[config.mk]
export PLATFORM = sky130hd
export DESIGN_NAME = id_stage
export DESIGN_NICKNAME = d
export VERILOG_FILES = /design/src/verilog/id_pkg.sv /design/src/verilog/id_stage.sv /design/src/verilog/pc_redirect.sv /design/src/verilog/branch_predictor.sv /design/src/verilog/reg_file.sv /design/src/verilog/imm_extender.sv /design/src/verilog/instr_decoder.sv
export SDC_FILE = /design/constraint.sdc
export NUM_CORES = 2
export LEC_CHECK = 0
export CAP_MARGIN = 0
export CELL_PAD_IN_SITES_DETAIL_PLACEMENT = 0
export CELL_PAD_IN_SITES_GLOBAL_PLACEMENT = 2
export CORE_ASPECT_RATIO = 0.9
export CORE_UTILIZATION = 47
export DETAILED_ROUTE_END_ITERATION = 16
export DONT_BUFFER_PORTS = 1
export GPL_TIMING_DRIVEN = 0
export PLACE_DENSITY_LB_ADDON = 0.3
export SLEW_MARGIN = 0
export SYNTH_ARGS = -nofsm -noshare
export SYNTH_HDL_FRONTEND = slang
export SYNTH_HIERARCHICAL = 1
export SYNTH_SLANG_ARGS = --single-unit
[constraint.sdc]
create_clock -name clk -period 7.44 [get_ports clk]
set_input_delay 0 -clock clk [delete_from_list [all_inputs] [get_ports clk]]
set_output_delay 0 -clock clk [all_outputs]
set_load 0.02 [all_outputs]
[src/verilog/id_pkg.sv]
package id_pkg;

    // ==============================
    // widths and reset values
    // ==============================
    localparam int XLEN       = 32;
    localparam int REG_ADDR_W = 5;
    localparam int NUM_REGS   = 32;

    localparam logic [XLEN-1:0] RESET_PC = 32'h8000_0000;

    // ==============================
    // rv32i major opcodes
    // ==============================
    localparam logic [6:0] OPC_LUI    = 7'b0110111;
    localparam logic [6:0] OPC_AUIPC  = 7'b0010111;
    localparam logic [6:0] OPC_JAL    = 7'b1101111;
    localparam logic [6:0] OPC_JALR   = 7'b1100111;
    localparam logic [6:0] OPC_BRANCH = 7'b1100011;
    localparam logic [6:0] OPC_LOAD   = 7'b0000011;
    localparam logic [6:0] OPC_STORE  = 7'b0100011;
    localparam logic [6:0] OPC_OP_IMM = 7'b0010011;
    localparam logic [6:0] OPC_OP     = 7'b0110011;

    // ==============================
    // control field encodings
    // ==============================
    typedef enum logic [4:0] {
        ALU_ADD, ALU_SUB, ALU_SLL, ALU_SLT, ALU_SLTU, ALU_XOR,
        ALU_SRL, ALU_SRA, ALU_OR, ALU_AND, ALU_PASS_B,
        ALU_BEQ, ALU_BNE, ALU_BLT, ALU_BGE, ALU_BLTU, ALU_BGEU   // branch compares
    } alu_op_t;

    typedef enum logic [2:0] {
        IMM_NONE, IMM_I, IMM_S, IMM_B, IMM_U, IMM_J
    } imm_type_t;

    typedef enum logic [1:0] {
        WB_ALU, WB_MEM, WB_PC4
    } wb_src_t;

    typedef enum logic [3:0] {
        DMEM_NONE, DMEM_LB, DMEM_LH, DMEM_LW, DMEM_LBU, DMEM_LHU,
        DMEM_SB, DMEM_SH, DMEM_SW
    } dmem_type_t;

    typedef enum logic {
        OPA_RS1, OPA_PC
    } op_a_sel_t;

    typedef enum logic {
        OPB_RS2, OPB_IMM
    } op_b_sel_t;

endpackage
[src/verilog/id_stage.sv]
`timescale 1ns/1ps

module id_stage import id_pkg::*; (
    input  logic                  clk,
    input  logic                  resetn,
    input  logic                  enable_i,
    input  logic                  flush_i,
    input  logic [XLEN-1:0]       instruction_i,
    input  logic                  redirect_e_i,
    input  logic [XLEN-1:0]       redirect_pc_e_i,
    input  logic                  rs1_depended_i,
    input  logic                  wb_en_i,
    input  logic [REG_ADDR_W-1:0] wb_rd_i,
    input  logic [XLEN-1:0]       wb_data_i,
    // to fetch
    output logic                  taken_o,
    output logic [XLEN-1:0]       redirect_pc_o,
    // decode/execute register
    output alu_op_t               alu_op_o,
    output logic [XLEN-1:0]       op_a_o,
    output logic [XLEN-1:0]       op_b_o,
    output logic [XLEN-1:0]       rs2_data_o,
    output logic [XLEN-1:0]       imm_o,
    output logic [REG_ADDR_W-1:0] rd_idx_o,
    output logic                  reg_write_o,
    output wb_src_t               wb_src_o,
    output dmem_type_t            dmem_type_o,
    output logic                  is_branch_o,
    output logic                  is_jalr_o,
    output logic                  pred_taken_o,
    output logic [XLEN-1:0]       pred_pc_o,
    output logic [XLEN-1:0]       pc_o,
    output logic [XLEN-1:0]       pc_next_o,
    output logic                  illegal_o
);

    // ==============================
    // decode
    // ==============================
    alu_op_t         alu_op;
    op_a_sel_t       op_a_sel;
    op_b_sel_t       op_b_sel;
    imm_type_t       imm_type;
    dmem_type_t      dmem_type;
    wb_src_t         wb_src;
    logic            is_branch, is_jal, is_jalr, wb_en, illegal;
    logic [XLEN-1:0] imm, rs1_data, rs2_data;
    logic [XLEN-1:0] pc_cur, pc_next_cur, pred_pc;
    logic            pred_taken;
    logic [XLEN-1:0] op_a, op_b;

    instr_decoder u_decoder (
        .instr_i     (instruction_i),
        .alu_op_o    (alu_op),
        .op_a_sel_o  (op_a_sel),
        .op_b_sel_o  (op_b_sel),
        .imm_type_o  (imm_type),
        .is_branch_o (is_branch),
        .is_jal_o    (is_jal),
        .is_jalr_o   (is_jalr),
        .dmem_type_o (dmem_type),
        .wb_src_o    (wb_src),
        .wb_en_o     (wb_en),
        .illegal_o   (illegal)
    );

    imm_extender u_imm (
        .instr_i    (instruction_i),
        .imm_type_i (imm_type),
        .imm_o      (imm)
    );

    reg_file u_regs (
        .clk        (clk),
        .resetn     (resetn),
        .rs1_addr_i (instruction_i[19:15]),
        .rs2_addr_i (instruction_i[24:20]),
        .rd_addr_i  (wb_rd_i),
        .rd_data_i  (wb_data_i),
        .rd_wr_en_i (wb_en_i),
        .rs1_data_o (rs1_data),
        .rs2_data_o (rs2_data)
    );

    branch_predictor u_bp (
        .is_branch_i    (is_branch),
        .is_jal_i       (is_jal),
        .is_jalr_i      (is_jalr),
        .rs1_data_i     (rs1_data),
        .imm_i          (imm),
        .pc_i           (pc_cur),
        .rs1_depended_i (rs1_depended_i),
        .pred_taken_o   (pred_taken),
        .pred_pc_o      (pred_pc)
    );

    pc_redirect u_pc (
        .clk             (clk),
        .resetn          (resetn),
        .enable_i        (enable_i),
        .pred_taken_i    (pred_taken),
        .pred_pc_i       (pred_pc),
        .redirect_e_i    (redirect_e_i),
        .redirect_pc_e_i (redirect_pc_e_i),
        .flush_i         (flush_i),
        .pc_o            (pc_cur),
        .pc_next_o       (pc_next_cur),
        .taken_o         (taken_o),
        .redirect_pc_o   (redirect_pc_o)
    );

    // operand select
    assign op_a = (op_a_sel == OPA_PC) ? pc_cur : rs1_data;
    assign op_b = (op_b_sel == OPB_IMM) ? imm : rs2_data;

    // ==============================
    // decode/execute register
    // ==============================
    always_ff @(posedge clk) begin
        if (!resetn || flush_i) begin
            alu_op_o     <= ALU_ADD;
            reg_write_o  <= 1'b0;
            wb_src_o     <= WB_ALU;
            dmem_type_o  <= DMEM_NONE;
            is_branch_o  <= 1'b0;
            is_jalr_o    <= 1'b0;
            pred_taken_o <= 1'b0;
            illegal_o    <= 1'b0;
        end else if (enable_i) begin
            alu_op_o     <= alu_op;
            reg_write_o  <= wb_en;
            wb_src_o     <= wb_src;
            dmem_type_o  <= dmem_type;
            is_branch_o  <= is_branch;
            is_jalr_o    <= is_jalr;
            pred_taken_o <= pred_taken;
            illegal_o    <= illegal;
        end
    end

    always_ff @(posedge clk) begin
        if (!resetn) begin
            op_a_o     <= '0;
            op_b_o     <= '0;
            rs2_data_o <= '0;
            imm_o      <= '0;
            rd_idx_o   <= '0;
            pred_pc_o  <= RESET_PC;
            pc_o       <= RESET_PC;
            pc_next_o  <= RESET_PC;
        end else if (enable_i) begin
            op_a_o     <= op_a;
            op_b_o     <= op_b;
            rs2_data_o <= rs2_data;    // store data
            imm_o      <= imm;
            rd_idx_o   <= instruction_i[11:7];
            pred_pc_o  <= pred_pc;
            pc_o       <= pc_cur;
            pc_next_o  <= pc_next_cur;
        end
    end

    a_no_illegal_write: assert property (
        @(posedge clk) disable iff (!resetn)
        !(reg_write_o && illegal_o)
    );

endmodule

[src/verilog/pc_redirect.sv]
`timescale 1ns/1ps

module pc_redirect import id_pkg::*; (
    input  logic            clk,
    input  logic            resetn,
    input  logic            enable_i,
    input  logic            pred_taken_i,
    input  logic [XLEN-1:0] pred_pc_i,
    input  logic            redirect_e_i,
    input  logic [XLEN-1:0] redirect_pc_e_i,
    input  logic            flush_i,
    output logic [XLEN-1:0] pc_o,
    output logic [XLEN-1:0] pc_next_o,
    output logic            taken_o,
    output logic [XLEN-1:0] redirect_pc_o
);

    logic            rst_dly_q;    // first cycle out of reset
    logic            taken_q;      // redirect seen while stalled
    logic [XLEN-1:0] target_q;
    logic [XLEN-1:0] pc_q;

    assign pc_o      = pc_q;
    assign pc_next_o = pc_q + XLEN'(4);

    // priority: reset delay, exe correction, own prediction
    assign taken_o = rst_dly_q | redirect_e_i | (pred_taken_i & ~flush_i);

    always_comb begin
        if (rst_dly_q)
            redirect_pc_o = RESET_PC;
        else if (redirect_e_i)
            redirect_pc_o = redirect_pc_e_i;
        else
            redirect_pc_o = pred_pc_i;
    end

    always_ff @(posedge clk) begin
        if (!resetn) begin
            rst_dly_q <= 1'b1;
            taken_q   <= 1'b0;
            target_q  <= RESET_PC;
            pc_q      <= RESET_PC;
        end else begin
            rst_dly_q <= 1'b0;
            if (enable_i) begin
                // next instruction comes from the redirect target if any
                if (taken_o)
                    pc_q <= redirect_pc_o;
                else
                    pc_q <= taken_q ? target_q : pc_next_o;
                taken_q <= 1'b0;
            end else if (taken_o) begin
                taken_q  <= 1'b1;       // keep it for the next enabled cycle
                target_q <= redirect_pc_o;
            end
        end
    end

    a_pc_aligned: assert property (
        @(posedge clk) disable iff (!resetn)
        pc_o[1:0] == 2'b00
    );

endmodule

[src/verilog/branch_predictor.sv]
`timescale 1ns/1ps

module branch_predictor import id_pkg::*; (
    input  logic            is_branch_i,
    input  logic            is_jal_i,
    input  logic            is_jalr_i,
    input  logic [XLEN-1:0] rs1_data_i,
    input  logic [XLEN-1:0] imm_i,
    input  logic [XLEN-1:0] pc_i,
    input  logic            rs1_depended_i,
    output logic            pred_taken_o,
    output logic [XLEN-1:0] pred_pc_o
);

    logic [XLEN-1:0] pc_target;
    logic [XLEN-1:0] jalr_sum;
    logic            backward;

    assign pc_target = pc_i + imm_i;
    assign jalr_sum  = rs1_data_i + imm_i;
    assign backward  = imm_i[XLEN-1];   // negative offset, likely a loop

    // jalr can only be predicted once rs1 is final
    assign pred_taken_o = is_jal_i
                        | (is_branch_i & backward)
                        | (is_jalr_i & ~rs1_depended_i);

    assign pred_pc_o = is_jalr_i ? {jalr_sum[XLEN-1:1], 1'b0} : pc_target;

endmodule

[src/verilog/reg_file.sv]
`timescale 1ns/1ps

module reg_file import id_pkg::*; (
    input  logic                  clk,
    input  logic                  resetn,
    input  logic [REG_ADDR_W-1:0] rs1_addr_i,
    input  logic [REG_ADDR_W-1:0] rs2_addr_i,
    input  logic [REG_ADDR_W-1:0] rd_addr_i,
    input  logic [XLEN-1:0]       rd_data_i,
    input  logic                  rd_wr_en_i,
    output logic [XLEN-1:0]       rs1_data_o,
    output logic [XLEN-1:0]       rs2_data_o
);

    logic [XLEN-1:0] regs [NUM_REGS];

    always_ff @(posedge clk) begin
        if (!resetn) begin
            for (int i = 0; i < NUM_REGS; i++) begin
                regs[i] <= '0;
            end
        end else if (rd_wr_en_i && rd_addr_i != '0) begin
            regs[rd_addr_i] <= rd_data_i;   // x0 never written
        end
    end

    // combinational read, no write bypass
    // x0 keeps its reset zero
    assign rs1_data_o = regs[rs1_addr_i];
    assign rs2_data_o = regs[rs2_addr_i];

    a_x0_zero: assert property (
        @(posedge clk) disable iff (!resetn)
        (rs1_addr_i == '0) |-> (rs1_data_o == '0)
    );

endmodule

[src/verilog/imm_extender.sv]
`timescale 1ns/1ps

module imm_extender import id_pkg::*; (
    input  logic [XLEN-1:0] instr_i,
    input  imm_type_t       imm_type_i,
    output logic [XLEN-1:0] imm_o
);

    logic sign;

    assign sign = instr_i[31];

    always_comb begin
        case (imm_type_i)
            IMM_I: imm_o = {{20{sign}}, instr_i[31:20]};
            IMM_S: imm_o = {{20{sign}}, instr_i[31:25], instr_i[11:7]};
            // b and j keep bit 0 at zero
            IMM_B: begin
                imm_o = {{19{sign}}, sign, instr_i[7], instr_i[30:25],
                         instr_i[11:8], 1'b0};
            end
            IMM_U: imm_o = {instr_i[31:12], 12'b0};
            IMM_J: begin
                imm_o = {{11{sign}}, sign, instr_i[19:12], instr_i[20],
                         instr_i[30:21], 1'b0};
            end
            default: imm_o = '0;   // no immediate
        endcase
    end

endmodule

[src/verilog/instr_decoder.sv]
`timescale 1ns/1ps

module instr_decoder import id_pkg::*; (
    input  logic [XLEN-1:0] instr_i,
    output alu_op_t         alu_op_o,
    output op_a_sel_t       op_a_sel_o,
    output op_b_sel_t       op_b_sel_o,
    output imm_type_t       imm_type_o,
    output logic            is_branch_o,
    output logic            is_jal_o,
    output logic            is_jalr_o,
    output dmem_type_t      dmem_type_o,
    output wb_src_t         wb_src_o,
    output logic            wb_en_o,
    output logic            illegal_o
);

    logic [6:0] opcode;
    logic [2:0] funct3;
    logic [6:0] funct7;

    assign opcode = instr_i[6:0];
    assign funct3 = instr_i[14:12];
    assign funct7 = instr_i[31:25];

    always_comb begin
        // defaults: reg-reg op, nothing written
        alu_op_o    = ALU_ADD;
        op_a_sel_o  = OPA_RS1;
        op_b_sel_o  = OPB_RS2;
        imm_type_o  = IMM_NONE;
        is_branch_o = 1'b0;
        is_jal_o    = 1'b0;
        is_jalr_o   = 1'b0;
        dmem_type_o = DMEM_NONE;
        wb_src_o    = WB_ALU;
        wb_en_o     = 1'b0;
        illegal_o   = 1'b0;

        case (opcode)
            OPC_LUI: begin
                alu_op_o   = ALU_PASS_B;
                op_b_sel_o = OPB_IMM;
                imm_type_o = IMM_U;
                wb_en_o    = 1'b1;
            end
            OPC_AUIPC: begin
                op_a_sel_o = OPA_PC;
                op_b_sel_o = OPB_IMM;
                imm_type_o = IMM_U;
                wb_en_o    = 1'b1;
            end
            OPC_JAL: begin
                op_a_sel_o = OPA_PC;       // pc + imm as target
                op_b_sel_o = OPB_IMM;
                imm_type_o = IMM_J;
                is_jal_o   = 1'b1;
                wb_src_o   = WB_PC4;       // link
                wb_en_o    = 1'b1;
            end
            OPC_JALR: begin
                op_b_sel_o = OPB_IMM;
                imm_type_o = IMM_I;
                is_jalr_o  = 1'b1;
                wb_src_o   = WB_PC4;
                wb_en_o    = 1'b1;
                illegal_o  = (funct3 != 3'b000);
            end
            OPC_BRANCH: begin
                imm_type_o  = IMM_B;
                is_branch_o = 1'b1;
                case (funct3)
                    3'b000:  alu_op_o = ALU_BEQ;
                    3'b001:  alu_op_o = ALU_BNE;
                    3'b100:  alu_op_o = ALU_BLT;
                    3'b101:  alu_op_o = ALU_BGE;
                    3'b110:  alu_op_o = ALU_BLTU;
                    3'b111:  alu_op_o = ALU_BGEU;
                    default: illegal_o = 1'b1;
                endcase
            end
            OPC_LOAD: begin
                op_b_sel_o = OPB_IMM;
                imm_type_o = IMM_I;
                wb_src_o   = WB_MEM;
                wb_en_o    = 1'b1;
                case (funct3)
                    3'b000:  dmem_type_o = DMEM_LB;
                    3'b001:  dmem_type_o = DMEM_LH;
                    3'b010:  dmem_type_o = DMEM_LW;
                    3'b100:  dmem_type_o = DMEM_LBU;
                    3'b101:  dmem_type_o = DMEM_LHU;
                    default: illegal_o = 1'b1;
                endcase
            end
            OPC_STORE: begin
                op_b_sel_o = OPB_IMM;      // address = rs1 + imm
                imm_type_o = IMM_S;
                case (funct3)
                    3'b000:  dmem_type_o = DMEM_SB;
                    3'b001:  dmem_type_o = DMEM_SH;
                    3'b010:  dmem_type_o = DMEM_SW;
                    default: illegal_o = 1'b1;
                endcase
            end
            OPC_OP_IMM: begin
                op_b_sel_o = OPB_IMM;
                imm_type_o = IMM_I;
                wb_en_o    = 1'b1;
                case (funct3)
                    3'b000: alu_op_o = ALU_ADD;
                    3'b010: alu_op_o = ALU_SLT;
                    3'b011: alu_op_o = ALU_SLTU;
                    3'b100: alu_op_o = ALU_XOR;
                    3'b110: alu_op_o = ALU_OR;
                    3'b111: alu_op_o = ALU_AND;
                    3'b001: begin
                        alu_op_o  = ALU_SLL;
                        illegal_o = (funct7 != 7'b0);
                    end
                    default: begin // srli / srai
                        alu_op_o  = funct7[5] ? ALU_SRA : ALU_SRL;
                        illegal_o = ({funct7[6], funct7[4:0]} != 6'b0);
                    end
                endcase
            end
            OPC_OP: begin
                wb_en_o = 1'b1;
                case (funct3)
                    3'b000: alu_op_o = funct7[5] ? ALU_SUB : ALU_ADD;
                    3'b001: alu_op_o = ALU_SLL;
                    3'b010: alu_op_o = ALU_SLT;
                    3'b011: alu_op_o = ALU_SLTU;
                    3'b100: alu_op_o = ALU_XOR;
                    3'b101: alu_op_o = funct7[5] ? ALU_SRA : ALU_SRL;
                    3'b110: alu_op_o = ALU_OR;
                    default: alu_op_o = ALU_AND;
                endcase
                // funct7[5] only valid for sub and sra
                if ({funct7[6], funct7[4:0]} != 6'b0)
                    illegal_o = 1'b1;
                if (funct7[5] && funct3 != 3'b000 && funct3 != 3'b101)
                    illegal_o = 1'b1;
            end
            default: illegal_o = 1'b1;
        endcase

        // an illegal encoding must have no side effects
        if (illegal_o) begin
            wb_en_o     = 1'b0;
            dmem_type_o = DMEM_NONE;
            is_branch_o = 1'b0;
            is_jal_o    = 1'b0;
            is_jalr_o   = 1'b0;
        end
    end

endmodule

-- Yosys cells after proc, flatten, opt, wreduce, memory -nomap -nowiden
Memory sizes are Yosys's and may differ from the RTL's.
Cells that the tools add are included.
Widths: inputs -> output; s select.
- flip-flop bits (word level): 311
- memory bits (writable): 1024
- word-level logic and storage cells: 125
- memories kept: 1
- $add $sub $neg: 3
- equality and inequality tests: 22
- multiplexer cells: 44
- bitwise operators: 11
- reduce and logical (&&, ||, !) cells: 24
- memory list (name ; depth ; bits a word ; read ports ; clocked after Yosys merged registers in ; wr ports ; line ; text):
    u_regs.regs ; 32 ; 32 ; 2 ; 0 ; 32 ; reg_file.sv:15 ; logic [XLEN-1:0] regs [NUM_REGS];
- operators by type and width (operator ; count):
    $mux 32 ; 8
    $pmux 32 s5 ; 1
    $pmux 5 s7 ; 2
    $add 32x32->32 ; 2
    $add 32x3->32 const B ; 1
    $reduce_or 32->1 ; 1
    $pmux 3 s5 ; 2
    $pmux 5 s6 ; 1
    $mux 1 ; 22
    $eq 7x6->1 const B ; 3
    $eq 7x7->1 const B ; 3
    $pmux 5 s4 ; 1
    $eq 3x3->1 const B ; 6
    $eq 7x5->1 const B ; 2
    $reduce_or 7->1 ; 2
    $eq 3x2->1 const B ; 4
    $pmux 4 s3 ; 1
    $reduce_or 6->1 ; 2
    $reduce_or 3->1 ; 3
    $pmux 4 s2 ; 1
    $reduce_or 2->1 ; 4
    $eq 7x2->1 const B ; 1
    $pmux 1 s7 ; 1
    $reduce_bool 7->1 ; 1
    18 further kinds ; 29

-- Logic depth before layout (Yosys ltp)
- depth in word-level cells: 12
- depth in mapped cells: 25
- gate-level depth less buffers: 23

-- Modules after synthesis
The synthesis kept the hierarchy.
- by module, submodules not included (module ; instances ; cells an instance ; area each (um^2) ; seq. area each (um^2)):
    reg_file ; 1 ; 4609 ; 55613.3 ; 30749.5
    id_stage ; 1 ; 869 ; 9624.2 ; 4904.7
    pc_redirect ; 1 ; 543 ; 4096.4 ; 1321.3
    branch_predictor ; 1 ; 457 ; 3268.1 ; 0.0
    instr_decoder ; 1 ; 99 ; 656.9 ; 0.0
    imm_extender ; 1 ; 66 ; 390.4 ; 0.0

-- Worst setup path before layout
OpenSTA, ideal clock, no wires.
- kind: in2reg
- start: input port instruction_i[6]
- end: register u_pc.pc_q[28], in the netlist u_pc/pc_o[28]
- arrival: 4.508 ns
- data required time: 7.354 ns
- setup slack: 2.847 ns
- stages on the path: 23
- path buffers: 1
- path through: clkbuf_4 > and3b_1 > nand2_1 > a21oi_1 > nor2b_4 > or2_1 > and2_1 > ha_1 > a2111oi_4 > o21a_1 > nor2_1 > or3_4 > a31oi_2 > a21oi_1 > a21o_1 > a311oi_2 > xor2_1 > o211ai_1 > mux2i_1 > nor2_1 > a22o_1 > nor2_1 > a211oi_1
- RTL lines (item ; line ; text):
    start: declaration ; id_stage.sv:8 ; input logic [XLEN-1:0] instruction_i,
    $eq 7x7->1, or another cell as far along ; instr_decoder.sv:40 ; case (opcode)
    $reduce_or 3->1 (no line) / $reduce_or 2->1 (equally long branches) ; - ;
    $pmux 3 s5 * ; instr_decoder.sv:40 ;
    via imm_type[2] ; id_stage.sv:43 ; imm_type_t imm_type;
    $eq 3x3->1, or another cell as far along ; imm_extender.sv:14 ; case (imm_type_i)
    $pmux 32 s5 * ; imm_extender.sv:14 ;
    via imm[5] ; id_stage.sv:47 ; logic [XLEN-1:0] imm, rs1_data, rs2_data;
    $add 32x32->32, on equally long branches ; branch_predictor.sv:19, branch_predictor.sv:20 ;
    $mux 32 * ; branch_predictor.sv:28 ; assign pred_pc_o = is_jalr_i ? {jalr_sum[XLEN-1:1], 1'b0} : pc_target;
    via pred_pc[28] ; id_stage.sv:48 ; logic [XLEN-1:0] pc_cur, pc_next_cur, pred_pc;
    $mux 32 * ; pc_redirect.sv:32 ; else if (redirect_e_i)
    $mux 32 * ; pc_redirect.sv:30 ; if (rst_dly_q)
    via redirect_pc_o[28] ; id_stage.sv:17 ; output logic [XLEN-1:0] redirect_pc_o,
    $mux 32 * ; pc_redirect.sv:48 ; if (taken_o)
    end signal: assignment ; pc_redirect.sv:49 ; pc_q <= redirect_pc_o;
    end signal: assignment ; pc_redirect.sv:51 ; pc_q <= taken_q ? target_q : pc_next_o;
    end: declaration ; pc_redirect.sv:21 ; logic [XLEN-1:0] pc_q;
Mark *: on every way through the listed nets, which the timed path passes. The rest lies on a longest branch.
A chain may end at the register's enable or synchronous reset.

-- Worst setup path in the final report
- start: input port instruction_i[15]
- end: register u_pc.pc_q[23], in the netlist u_pc/pc_o[23]
- cells in the longest elaborated chain, start to end: 6
- RTL lines (item ; line ; text):
    $mem_v2 32x32 ; - ;
    via rs1_data[1] ; id_stage.sv:47 ;
    $add 32x32->32 ; branch_predictor.sv:20 ; assign jalr_sum = rs1_data_i + imm_i;
    $mux 32 ; branch_predictor.sv:28 ;
    via pred_pc[23] ; id_stage.sv:48 ;
    $mux 32 ; pc_redirect.sv:32 ;
    $mux 32 ; pc_redirect.sv:30 ;
    via redirect_pc_o[23] ; id_stage.sv:17 ;
    $mux 32 ; pc_redirect.sv:48 ;
The timed path passes the listed nets, and every way through them passes these cells.

==> results.cfg <==
[floorplanning]
coreArea_sq_um = 155000
dieWidth_um = 419
row_count = 137
die_h_um = 378
pin_count = 386
die_area_sq_um = 158000
start_util_pct = 47.4

[grt]
grt_pass1_wl_um = 407000
grt_pass1_vias = 53543
grt_usage_pct = 36.7
antenna_found_initial = 15
overflow = 0
grt_max_degree = 25

[setup_path]
worst-path-max-fanout = 10
critPathRequiredTime_ns = 8.16
path_class = input pin to flip-flop
ff2ff_path_depth = 21
reg2reg_from = u_regs/regs[2][0]
arrival_ns = 8.06
cp-start-kind = input pin
critPathCaptureType = flip-flop
r2r_slack_ns = 0.34
r2r_end = u_pc/pc_o[23]

[clocking]
cts_setup_buffers = 0
numClockSinks = 1335
clk_latency_ns = 0.81
cts_inserted_buffers = 150
cts_tree = done
h-tree-depth = 4
clk_pin_slew_ns = 0.07
cts_root_buffer = clkbuf_16
cts.path.max_buffers = 3

[cells_and_area]
area_growth_pct = 13.9
drive_gt1_share_pct = 7.91
fin_util_pct = 54.0
nets = 7176
final_cells = 9230

[sta]
slew_viol_final = 12
setup_ws_ns = 0.0959
fin_hold_ws_ns = 0.0519
grt_setup_unrepaired = false
relSlewSlack_pct = -3.08
fmax_ghz = 0.136
finalClockSkew_ns = 0.0311
finalSetupViolCount = 0
fin_crit_sh_pct = 98.7
hold_viol_final = 0
tightest_slew_ns = 1.55
period_needed_ns = 7.34

[detailed_routing]
vias_per_cell = 6.25
dr.pass1.iters = 6
wire_per_inst_um = 32.4
drc_errors = 0
drt_iter0_drc = 7895
vias = 57729
antenna_left = 0
wirelength_um = 299000

[synth]
synth_top_area_share_pct = 41.8
syn_area_per_cell_sq_um = 11.1
synth_cell_types = 101
synth_edf_count = 1024
synth_flop_cell = edfxtp_1
yosys_warnings = 6
postSynthCellCount = 6643
synth-seq-area-share_pct = 50.2
synth_area_sq_um = 73600
yosys.area.top_type = edfxtp_1
async_flop_share_pct = 0
synth_area_leaders = edfxtp_1, mux2i_1, and2_1, dfxtp_1, a21oi_1
ys_seq_elements = 1335

[placed_design]
globalplace.congestion = 0.969
port_buffers = 0
dpl.hpwl_um = 228000
place_ws_ns = 0.313
dp_cells = 8798

[pwr]
ir_drop_v = 0.000256
power.density_nw_per_um2 = 226
p_leak_nw = 32.9
finalPower_mw = 18.9

[flow_run]
drv_cap = 1

[outcome]
violations = capacitance limit, slew limit
status = finished, violations left

[worst_hold_path]
hold_path_class = input pin to flip-flop
holdPathEnd = u_regs/regs[5][26]
min_delay_path_depth = 2
hp-start = wb_data_i[26]
cells by family after synthesis:
logic type      share of synthesized area [%]
buf+inv                                  4.01
mux                                      17.8
xor+xnor                                 1.03
simple gates                             15.8
other cells                           0.00509
compound gates                           9.99
fa+ha+maj                                1.11
flops                                    50.2
cells in the final DEF, fill, tap and decap left out, drive strengths merged, types with 13 or more instances in the layout:
master,count
mux2i,1307
edfxtp,1024
and2,1004
clkbuf,575
a21oi,392
nand2,349
dfxtp,311
buf,269
nand3,217
a22oi,198
nor2b,180
o21ai,180
nor2,146
a22o,138
dlygate4sd3,136
nor3,94
a31oi,69
ha,62
xor2,50
a21o,43
xnor2,37
clkinv,34
conb,32
diode,28
inv,24
and3,18
a221oi,17
nand2b,15
nand4,15
a211oi,14
bufinv,13
cell usage after synthesis, types with 6 or more instances:
library cell  number
nor2b_1          178
o21a_1            11
edfxtp_1        1024
a21boi_0           6
o21bai_1          10
buf_6              6
nand3_1          215
a22oi_1          198
mux2i_1         1307
nor3_1            91
a31oi_1           68
a221oi_1          16
buf_1             32
ha_1              62
nor2_1           143
nand4_1           14
buf_12            11
a22o_1           138
clkbuf_2          34
and2_1          1004
inv_1             23
or2_2              7
a21oi_1          391
buf_4             60
buf_2            118
a211oi_1          14
xor2_1            50
nand2_1          349
o211ai_1          10
nor4_1            10
dfxtp_1          311
o21ai_0          146
clkbuf_1         325
a21o_1            43
o21ai_1           34
and3_1            17
nand2b_1          15
xnor2_1           37
worst max path at each step:
stage / startpoint / endpoint / slack [ns] / cells past startpoint
6_report: instruction_i[15] / u_pc/pc_o[23] / 0.1 / 23
3_5_place_dp: instruction_i[15] / u_pc/pc_o[23] / 0.31 / 22
4_1_cts: instruction_i[5] / u_pc/pc_o[23] / 0.36 / 25
5_1_grt: instruction_i[15] / redirect_pc_o[29] / 0.11 / 20
3_3_place_gp: instruction_i[15] / u_pc/pc_o[23] / -0.24 / 22
2_1_floorplan: instruction_i[6] / u_pc/pc_o[28] / 2.85 / 23
timing repair:
action	CTS	global route
hold endpoints to repair	1392	8
hold buffers	133	3
gates resized for setup	0	1
setup endpoints to repair	0	3
report_power, final:
part	leakage [nW]	total (mW)	internal, mW	switching (mW)
registers	12.3	8.76	8.41	0.348
clock network	2.41	7.62	4.51	3.11
logic	18.2	2.54	0.829	1.72
total	32.9	18.9	13.8	5.17
flip-flops by register name, indices dropped and copies added, names as in the netlist, 2 cells and up:
name / count
alu_op_o: 5
pc_next_o: 32
pred_pc_o: 32
dmem_type_o: 4
op_a_o: 32
op_b_o: 32
pc_o: 32
wb_src_o: 2
u_pc/target_q: 32
u_pc/pc_o: 32
rd_idx_o: 5
imm_o: 32
u_regs/regs: 1024
rs2_data_o: 32
per-layer routing:
| layer | track usage [%] | part of all wire [%] |
|---|---|---|
| met3 | 8.24 | 11 |
| met1 | 53.1 | 43 |
| met2 | 51.9 | 42 |
| met5 | 0 | 0 |
| met4 | 16.6 | 4.8 |
critical path, stage by stage:
cell           delay (ns)
nor2_1               0.12
clkbuf_2             0.65
clkbuf_1             0.82
a22oi_1              0.34
nand3_1              0.30
nand3_1              0.38
ha_1                 0.43
nand4_1              0.12
a21oi_1              0.31
o21ai_0              0.26
o21ai_0              0.54
a31oi_1              0.26
o21ai_0              0.56
a211oi_1             0.25
o21ai_0              0.29
xnor2_1              0.13
mux2i_1              0.34
mux2i_1              0.11
dlygate4sd3_1        0.57
nor2_1               0.45
a22oi_1              0.29
and3_1               0.25
a311oi_1             0.24
stage by stage:
step | setup TNS (ns) | area (sq um)
floorplan | 0 | 73800
CTS | 0 | 83700
finish | 0 | 83900
global placement | -0.564 | 76400
detailed placement | 0 | 77400
global route | 0 | 83800
layout make-up:
class | count | area (sq um)
buffer | 588 | 2860
fill | 13816 | 71500
sequential | 1335 | 37000
timing repair buffer | 178 | 2100
inverter | 24 | 90.1
antenna | 28 | 70.1
clock inverter | 51 | 573
tap | 2085 | 2610
clock buffer | 214 | 4370
multi-input combinational | 4727 | 34200
Power figures use the tool's default switching activity.
